--- config.mk ---
export PLATFORM = sky130hd
export DESIGN_NAME = cpu8_core
export DESIGN_NICKNAME = d
export VERILOG_FILES = /design/src/design/cpu8_pkg.sv /design/src/design/alu.sv /design/src/design/cpu8_core.sv /design/src/design/issue_ctrl.sv /design/src/design/reg_file.sv
export SDC_FILE = /design/constraint.sdc
export NUM_CORES = 1
export LEC_CHECK = 0
export ABC_AREA = 1
export BUFFER_PORTS_ARGS = -buffer_cell sky130_fd_sc_hd__buf_2
export CORE_MARGIN = 1
export CORE_UTILIZATION = 46
export DETAILED_ROUTE_END_ITERATION = 8
export PLACE_DENSITY = 0.64
export SETUP_SLACK_MARGIN = 0.15
export SLEW_MARGIN = 0
export SYNTH_ARGS = -nofsm -noshare
export SYNTH_HDL_FRONTEND = slang
export SYNTH_HIERARCHICAL = 1
export SYNTH_SLANG_ARGS = --single-unit
--- constraint.sdc ---
create_clock -name clk -period 7.05 [get_ports clk]
set_clock_uncertainty 0.15 [all_clocks]
set_input_delay 1.0575 -clock clk [delete_from_list [all_inputs] [get_ports clk]]
set_output_delay 1.0575 -clock clk [all_outputs]
set_load 0.02 [all_outputs]
--- src/design/cpu8_pkg.sv ---
// shared widths, opcodes and bus structs for the 8-bit execution core
package cpu8_pkg;

    // datapath width in bits
    localparam int DATA_W = 8;

    // architectural registers
    // entry 0 is hardwired to zero
    localparam int NUM_REGS = 8;

    // bits needed to address one register
    localparam int REG_AW = 3;

    // opcode encoding
    // nop must stay at zero so an idle bus decodes harmlessly
    typedef enum logic [2:0] {
        OP_NOP = 3'd0,
        // arithmetic
        OP_ADD = 3'd1,
        OP_SUB = 3'd2,
        // bitwise logic
        OP_AND = 3'd3,
        OP_OR  = 3'd4,
        OP_XOR = 3'd5,
        // shift by rs2[2:0]
        OP_SHL = 3'd6,
        // load immediate into rd
        OP_LDI = 3'd7
    } op_t;

    // one instruction word as it arrives on the input bus
    // 3 + 3 + 3 + 3 + 8 = 20 bits
    typedef struct packed {
        // operation to perform
        op_t                op;
        // destination register
        logic [REG_AW-1:0]  rd;
        // first source, feeds operand a
        logic [REG_AW-1:0]  rs1;
        // second source, feeds operand b unless ldi
        logic [REG_AW-1:0]  rs2;
        // immediate byte, only used by ldi
        logic [DATA_W-1:0]  imm;
    } instr_t;

    // alu output bundle
    // 8 + 1 + 1 = 10 bits
    typedef struct packed {
        logic [DATA_W-1:0]  data;
        // carry out on add, borrow on sub, last bit out on shl
        logic               carry;
        // set when data is all zeros
        logic               zero;
    } alu_out_t;

    // registered result port
    // destination tag plus the alu bundle, 13 bits
    typedef struct packed {
        logic [REG_AW-1:0]  rd;
        alu_out_t           alu;
    } result_t;

endpackage

--- src/design/alu.sv ---
// combinational arithmetic and logic unit producing result byte with carry and zero
`timescale 1ns/100ps

module alu (
    input  cpu8_pkg::op_t                 alu_op,
    input  logic [cpu8_pkg::DATA_W-1:0]   a,
    input  logic [cpu8_pkg::DATA_W-1:0]   b,
    output cpu8_pkg::alu_out_t            res
);
    import cpu8_pkg::*;

    // one extra bit on top for carry or borrow
    logic [DATA_W:0]          sum;
    logic [DATA_W:0]          diff;

    // shift amount from the low bits of b
    logic [$clog2(DATA_W)-1:0] shamt;

    // double width so the bits pushed out stay visible
    logic [2*DATA_W-1:0]      shl_wide;

    // result byte before flag generation
    logic [DATA_W-1:0]        data;
    logic                     carry;

    always_comb begin
        sum      = {1'b0, a} + {1'b0, b};
        // top bit goes high when b > a
        diff     = {1'b0, a} - {1'b0, b};
        shamt    = b[$clog2(DATA_W)-1:0];
        shl_wide = {{DATA_W{1'b0}}, a} << shamt;
    end

    // operation select
    always_comb begin
        data  = '0;
        carry = 1'b0;
        case (alu_op)
            OP_ADD: begin
                data  = sum[DATA_W-1:0];
                carry = sum[DATA_W];
            end
            OP_SUB: begin
                data  = diff[DATA_W-1:0];
                // borrow
                carry = diff[DATA_W];
            end
            OP_AND: data = a & b;
            OP_OR:  data = a | b;
            OP_XOR: data = a ^ b;
            OP_SHL: begin
                data  = shl_wide[DATA_W-1:0];
                // last bit shifted out sits just above the byte
                // stays 0 for a zero shift amount
                carry = shl_wide[DATA_W];
            end
            // pass the immediate through
            OP_LDI: data = b;
            // nop leaves everything cleared
            default: begin
                data  = '0;
                carry = 1'b0;
            end
        endcase
    end

    // pack outputs
    always_comb begin
        res.data  = data;
        res.carry = carry;
        res.zero  = (data == '0);
    end

endmodule

--- src/design/cpu8_core.sv ---
// top of the 8-bit execution core joining issue control with the register bank and the alu
`timescale 1ns/100ps

module cpu8_core (
    input  logic                clk,
    input  logic                rst,
    input  logic                instr_valid,
    input  cpu8_pkg::instr_t    instr,
    output logic                result_valid,
    output cpu8_pkg::result_t   result
);
    import cpu8_pkg::*;

    // bank read side
    logic [REG_AW-1:0]  ra1;
    logic [REG_AW-1:0]  ra2;
    logic [DATA_W-1:0]  rd1;
    logic [DATA_W-1:0]  rd2;

    // bank write side
    logic               we;
    logic [REG_AW-1:0]  wa;
    logic [DATA_W-1:0]  wd;

    // alu side
    op_t                alu_op;
    logic [DATA_W-1:0]  a;
    logic [DATA_W-1:0]  b;
    alu_out_t           alu_res;

    // decode and result register
    issue_ctrl u_issue (
        .clk          (clk),
        .rst          (rst),
        .instr_valid  (instr_valid),
        .instr        (instr),
        .rd1          (rd1),
        .rd2          (rd2),
        .alu_res      (alu_res),
        .ra1          (ra1),
        .ra2          (ra2),
        .wa           (wa),
        .we           (we),
        .wd           (wd),
        .alu_op       (alu_op),
        .a            (a),
        .b            (b),
        .result_valid (result_valid),
        .result       (result)
    );

    // architectural registers
    reg_file u_regs (
        .clk (clk),
        .rst (rst),
        .we  (we),
        .wa  (wa),
        .ra1 (ra1),
        .ra2 (ra2),
        .wd  (wd),
        .rd1 (rd1),
        .rd2 (rd2)
    );

    // zero-latency datapath
    alu u_alu (
        .alu_op (alu_op),
        .a      (a),
        .b      (b),
        .res    (alu_res)
    );

endmodule

--- src/design/issue_ctrl.sv ---
// instruction decode with operand steering and bank write plus the registered result port
`timescale 1ns/100ps

module issue_ctrl (
    input  logic                          clk,
    input  logic                          rst,
    input  logic                          instr_valid,
    input  cpu8_pkg::instr_t              instr,
    input  logic [cpu8_pkg::DATA_W-1:0]   rd1,
    input  logic [cpu8_pkg::DATA_W-1:0]   rd2,
    input  cpu8_pkg::alu_out_t            alu_res,
    output logic [cpu8_pkg::REG_AW-1:0]   ra1,
    output logic [cpu8_pkg::REG_AW-1:0]   ra2,
    output logic [cpu8_pkg::REG_AW-1:0]   wa,
    output logic                          we,
    output logic [cpu8_pkg::DATA_W-1:0]   wd,
    output cpu8_pkg::op_t                 alu_op,
    output logic [cpu8_pkg::DATA_W-1:0]   a,
    output logic [cpu8_pkg::DATA_W-1:0]   b,
    output logic                          result_valid,
    output cpu8_pkg::result_t             result
);
    import cpu8_pkg::*;

    // instruction accepted this edge and it does something
    logic accept;

    always_comb begin
        accept = instr_valid && (instr.op != OP_NOP);
    end

    // source addressing straight from the instruction
    always_comb begin
        ra1 = instr.rs1;
        ra2 = instr.rs2;
    end

    // operand steering
    // ldi swaps rd2 for the immediate
    always_comb begin
        alu_op = instr.op;
        a      = rd1;
        b      = (instr.op == OP_LDI) ? instr.imm : rd2;
    end

    // bank write from the alu output
    // skip r0 here as well so the bank sees no pointless strobe
    always_comb begin
        wa = instr.rd;
        wd = alu_res.data;
        we = accept && (instr.rd != '0);
    end

    // result strobe
    // r0 targets still report and only nop is silent
    always_ff @(posedge clk) begin
        if (rst) begin
            result_valid <= 1'b0;
        end else begin
            result_valid <= accept;
        end
    end

    // result payload
    // held until the next accepted instruction
    always_ff @(posedge clk) begin
        if (accept) begin
            result.rd  <= instr.rd;
            result.alu <= alu_res;
        end
    end

    // one-cycle issue latency on the result port
    // captured payload must be fully resolved by the bank and alu
    a_result_follows: assert property (
        @(posedge clk) disable iff (rst)
        accept |=> result_valid && !$isunknown(result)
    ) else $error("issue_ctrl result port not valid and known after an accepted op");

    // input bus must be fully driven whenever it is strobed
    a_instr_known: assert property (
        @(posedge clk) disable iff (rst)
        instr_valid |-> !$isunknown(instr)
    ) else $error("issue_ctrl instruction has unknown bits while valid");

endmodule

--- src/design/reg_file.sv ---
// register bank of eight bytes with two combinational read ports and one write port
`timescale 1ns/100ps

module reg_file (
    input  logic                          clk,
    input  logic                          rst,
    input  logic                          we,
    input  logic [cpu8_pkg::REG_AW-1:0]   wa,
    input  logic [cpu8_pkg::REG_AW-1:0]   ra1,
    input  logic [cpu8_pkg::REG_AW-1:0]   ra2,
    input  logic [cpu8_pkg::DATA_W-1:0]   wd,
    output logic [cpu8_pkg::DATA_W-1:0]   rd1,
    output logic [cpu8_pkg::DATA_W-1:0]   rd2
);
    import cpu8_pkg::*;

    // writable entries only
    // entry 0 has no storage at all
    logic [DATA_W-1:0] regs [1:NUM_REGS-1];

    // write port
    // lands at the same edge that accepts the instruction
    always_ff @(posedge clk) begin
        if (rst) begin
            for (int i = 1; i < NUM_REGS; i++) begin
                regs[i] <= '0;
            end
        end else if (we && (wa != '0)) begin
            // writes to address 0 fall through here and are lost
            regs[wa] <= wd;
        end
    end

    // two independent read selects
    // default covers address 0 which always reads as zero
    always_comb begin
        rd1 = '0;
        rd2 = '0;
        for (int i = 1; i < NUM_REGS; i++) begin
            if (ra1 == REG_AW'(i)) begin
                rd1 = regs[i];
            end
            if (ra2 == REG_AW'(i)) begin
                rd2 = regs[i];
            end
        end
    end

    // no read-during-write bypass
    // a read in the write cycle still sees the old value

    // write strobe must be clean once out of reset
    // an x here would corrupt an unknown set of entries
    a_we_known: assert property (
        @(posedge clk) disable iff (rst)
        !$isunknown(we)
    ) else $error("reg_file write enable is unknown");

endmodule

==> Implementation_results.wiki <==
{| class="wikitable"
! Metric !! Value
|-
| Status || completed
|-
| Number of post-CTS setup repair buffers || 0
|-
| Area of the die || 13000 um^2
|-
| Number of different library cells in the post-synthesis netlist || 39
|-
| Core Region || 12100 um^2
|-
| Number of setup violations in the final report || 0
|-
| Total of max-cap violations || 0
|-
| Routed WL per cell || about 17 um
|-
| Fraction of final layout cells with drive strength greater than 1 || about 15%
|-
| First-pass GRT wire length || 25200 um
|-
| Clock transition at the register clock pins on the worst setup and hold paths after CTS || 50 ps
|-
| Most instantiated flip-flop cell in the synthesis netlist || sky130_fd_sc_hd__edfxtp_1
|-
| Row count || 40
|-
| Total of fill cells in the finished design || around 1200
|-
| Routability cong. || between 0.9 and 1
|-
| Antenna diode instance count || 0
|-
| Startpoint types || primary input
|-
| Count of buffer and inverter cells on the critical path || 6
|-
| Vias in the first global route || 4669
|-
| Seq/Total Area, Yosys || 36.3%
|-
| Synthesized area per cell || between 7 and 8 um^2
|-
| Top fanout value on the critical path || 18
|-
| Kind of capture point of the worst setup path || flip-flop
|-
| Leading post-synthesis cells by cell area || sky130_fd_sc_hd__edfxtp_1 36%, sky130_fd_sc_hd__nand2_1 10%, sky130_fd_sc_hd__nor2_1 8.5%
|-
| Instance area at placement || 5720 um^2
|-
| Synthesized flop and latch total || 70
|-
| Source-to-sink clock delay at the later pin of the worst-skew pair || 330 ps
|-
| Ordered cell list for the critical path || buf_2 > clkinv_1 > nor3_2 > nand2_1 > nand4_1 > nand2_1 > o21ai_2 > inv_2 > fa_1 > inv_1 > nand3_1 > nand2_1 > xor2_1 > nor2_1 > nor2_1 > inv_1 > inv_1 > nor2_1
|-
| Detailed placement HPWL || 12700 um
|-
| Number of remaining DRC errors || 0
|-
| Warnings, synthesis || 6
|-
| Antenna-violating nets left || 0
|-
| Iteration-0 DRC Markers || 538
|-
| Area taken by multi-input logic gates || 2870 um^2
|-
| Layout Nets || 801
|-
| Largest delay contributor family on the critical path || simple AND/OR/NAND/NOR gates
|-
| Count of TritonRoute iterations in the first routing pass || 5
|-
| Largest net degree at the start of global routing || 27
|-
| Leakage dissipation || 2.66 nW
|-
| Share of flip-flops with an asynchronous set or reset after synthesis || 0%
|-
| # port buffers || 36
|-
| Number of resized instances in the post-cts repair step || 0
|-
| Setup_tns || 0 ps
|-
| Final design instance area without fill || 6040 um^2
|-
| Biggest area consumer among synthesized cells || sky130_fd_sc_hd__edfxtp_1
|-
| Worst ir drop on vdd || between 0.15 and 0.2 mV
|-
| Synthesized instance count || 759
|-
| Area of the mapped netlist || 5760 um^2
|-
| Area growth from synthesis to layout || 4.91%
|-
| Hold_buf cts || 0
|-
| Via Count || 5256
|-
| Total wire length after detailed routing || roughly 16000 um
|-
| Worst hold path class || in -> reg
|-
| Crit-path max cell delay || ~460 ps
|-
| Total routing resource utilization after global routing || 25.6%
|-
| Final count of hold timing violations || 0
|-
| Aggregate global routing overflow || 0
|-
| Final critical-path share of the clock period || 65.2%
|-
| Die H || 114 um
|-
| Die width || roughly 110 um
|-
| Fraction of post-synthesis cell area in the top cell type by area || 36.0%
|-
| Unrepaired setup endpoints after global routing || false
|-
| Headroom to the max-slew limit || between 60% and 70%
|-
| Mean number of vias per cell || roughly 5.7
|-
| Number of pins exceeding their max-slew limit in the final report || 0
|-
| Slew at the pin with the worst max-slew slack || 586 ps
|-
| Count of flip-flops with a built-in enable after synthesis || 69
|-
| Number of antenna violations at the first check in global routing || 0
|-
| Total nets after synthesis || 810
|-
| Worst path slowest cell || sky130_fd_sc_hd__fa_1
|-
| Area of all sequential standard cells || 2090 um^2
|-
| Number of buffers created by CTS || 9
|-
| CTS tree || yes
|-
| Period minus WS final || 4600 ps
|-
| H-tree lvl count || 3
|-
| Top achievable clock speed || 217 MHz
|-
| Initial cell density of the core || 47.6%
|-
| Required time of the critical path || 6970 ps
|-
| I/O Pins || 37
|-
| Master cell of the clock root buffer || sky130_fd_sc_hd__clkbuf_16
|-
| TritonCTS sink count || 70
|-
| Endpoint arrival time on the critical path || ~4500 ps
|-
| Maximum root-to-sink buffer count || 2
|-
| Critical path start-end classification || in -> reg
|-
| Cell area power density || 219 nW/um^2
|}
[cells in the mapped netlist (3+ instances only)]
library cell,n
sky130_fd_sc_hd__nand2_1,157
sky130_fd_sc_hd__nor2_1,130
sky130_fd_sc_hd__inv_1,79
sky130_fd_sc_hd__nand4_1,70
sky130_fd_sc_hd__edfxtp_1,69
sky130_fd_sc_hd__nand3_1,57
sky130_fd_sc_hd__buf_4,30
sky130_fd_sc_hd__ha_1,26
sky130_fd_sc_hd__nand3_2,16
sky130_fd_sc_hd__a21oi_1,13
sky130_fd_sc_hd__buf_2,13
sky130_fd_sc_hd__buf_6,12
sky130_fd_sc_hd__inv_2,12
sky130_fd_sc_hd__o21ai_0,11
sky130_fd_sc_hd__nor2_2,9
sky130_fd_sc_hd__o21ai_2,9
sky130_fd_sc_hd__nand2_2,5
sky130_fd_sc_hd__nand3b_1,5
sky130_fd_sc_hd__clkinv_1,3
sky130_fd_sc_hd__nor3_1,3
sky130_fd_sc_hd__nor3_2,3
sky130_fd_sc_hd__o211ai_1,3
sky130_fd_sc_hd__o21ai_1,3
[state kept, by name (all words and copies together), names as in the netlist]
register	cells
u_regs/regs	56
u_issue/result	13
u_issue/result_valid	1
[worst paths after layout]
check / start / endpoint / slack [ps] / cells after the start
setup / recovery: instr[10] / u_regs/regs[1][4]$_SDFFCE_PN0P_ / 2450 / 18
setup reg to reg: u_regs/regs[3][0]$_SDFFCE_PN0P_ / u_regs/regs[1][4]$_SDFFCE_PN0P_ / 3490 / 20
hold / removal: instr[14] / u_issue/result[10]$_DFFE_PP_ / 810 / 1
hold reg to reg: u_regs/regs[6][7]$_SDFFCE_PN0P_ / u_issue/result[1]$_DFFE_PP_ / 1080 / 5
[worst reg2reg max path: stages, from the launching register on]
cell	delay [ps]
sky130_fd_sc_hd__edfxtp_1	390
sky130_fd_sc_hd__inv_1	60
sky130_fd_sc_hd__a21oi_1	100
sky130_fd_sc_hd__o21ai_0	100
sky130_fd_sc_hd__nand2_1	80
sky130_fd_sc_hd__nand3_1	70
sky130_fd_sc_hd__nand2_1	70
sky130_fd_sc_hd__nand2_1	60
sky130_fd_sc_hd__o21ai_2	250
sky130_fd_sc_hd__ha_1	360
sky130_fd_sc_hd__inv_1	100
sky130_fd_sc_hd__fa_1	390
sky130_fd_sc_hd__inv_1	90
sky130_fd_sc_hd__nand3_1	70
sky130_fd_sc_hd__nand2_1	190
sky130_fd_sc_hd__xor2_1	190
sky130_fd_sc_hd__nor2_1	60
sky130_fd_sc_hd__nor2_1	150
sky130_fd_sc_hd__inv_1	80
sky130_fd_sc_hd__inv_1	200
sky130_fd_sc_hd__nor2_1	90
[routing by layer]
metal / GRT usage [%] / vias up / share of wire, % / routed length (um)
met4: 10.5 / 0 / 2.6 / 422
met3: 2.76 / 32 / 8.5 / 1370
met1: 37.9 / 2439 / 46 / 7350
met5: 0 / - / 0 / 0
li1: - / 2493 / - / -
met2: 38.1 / 292 / 43 / 6980
[area by class of cell]
class | count | share of cell area, %
sequential | 70 | 34.6
clock inverter | 7 | 1.59
multi-input combinational | 537 | 47.5
timing repair buffer | 36 | 2.98
tap | 168 | 3.48
clock buffer | 9 | 3.73
inverter | 96 | 6.05
[logic make-up (layout without fill, tap and decap cells)]
logic type	after synthesis	count (layout)	synth area share, %
and+or+nand+nor	464	464	38.5
DFF	70	70	36.3
xor gates and xnor gates	1	1	0.152
AOI/OAI and AO/OA	44	44	4.87
adders and majority gates	28	28	6.34
buffers and inverters	152	148	13.8
[report_power, final]
group          switching, W  total [W]  internal [W]
Clock              0.000164   0.000474      0.000310
Sequential        0.0000149   0.000500      0.000485
Combinational      0.000253   0.000349     0.0000953
[layout by cell type, fill, tap and decap left out, types with 11 or more instances in the layout]
| master | synthesis | final |
|---|---|---|
| sky130_fd_sc_hd__nand4_1 | 70 | 70 |
| sky130_fd_sc_hd__inv_1 | 79 | 79 |
| sky130_fd_sc_hd__nor2_1 | 130 | 130 |
| sky130_fd_sc_hd__ha_1 | 26 | 26 |
| sky130_fd_sc_hd__nand2_1 | 157 | 157 |
| sky130_fd_sc_hd__nand3_2 | 16 | 16 |
| sky130_fd_sc_hd__edfxtp_1 | 69 | 69 |
| sky130_fd_sc_hd__nand3_1 | 57 | 57 |
| sky130_fd_sc_hd__inv_2 | 12 | 12 |
| sky130_fd_sc_hd__a21oi_1 | 13 | 13 |
| sky130_fd_sc_hd__buf_2 | 13 | 36 |
| sky130_fd_sc_hd__o21ai_0 | 11 | 11 |
[stage by stage]
step / total power (W) / std cells / worst slack (ps) / hold slack (ps) / util (%)
2_1_floorplan: 0.000782 / 759 / 3020 / 799 / -
3_5_place_dp: 0.000849 / 907 / 2220 / 1060 / 47.2
3_3_place_gp: 0.000847 / 907 / 2260 / 1040 / 47.2
5_1_grt: 0.00138 / 923 / 2150 / 804 / 49.9
6_report: 0.00132 / 923 / 2450 / 809 / 49.9
4_1_cts: 0.00132 / 923 / 2550 / 794 / 49.9
No activity file was read; power rests on OpenSTA's default activity.
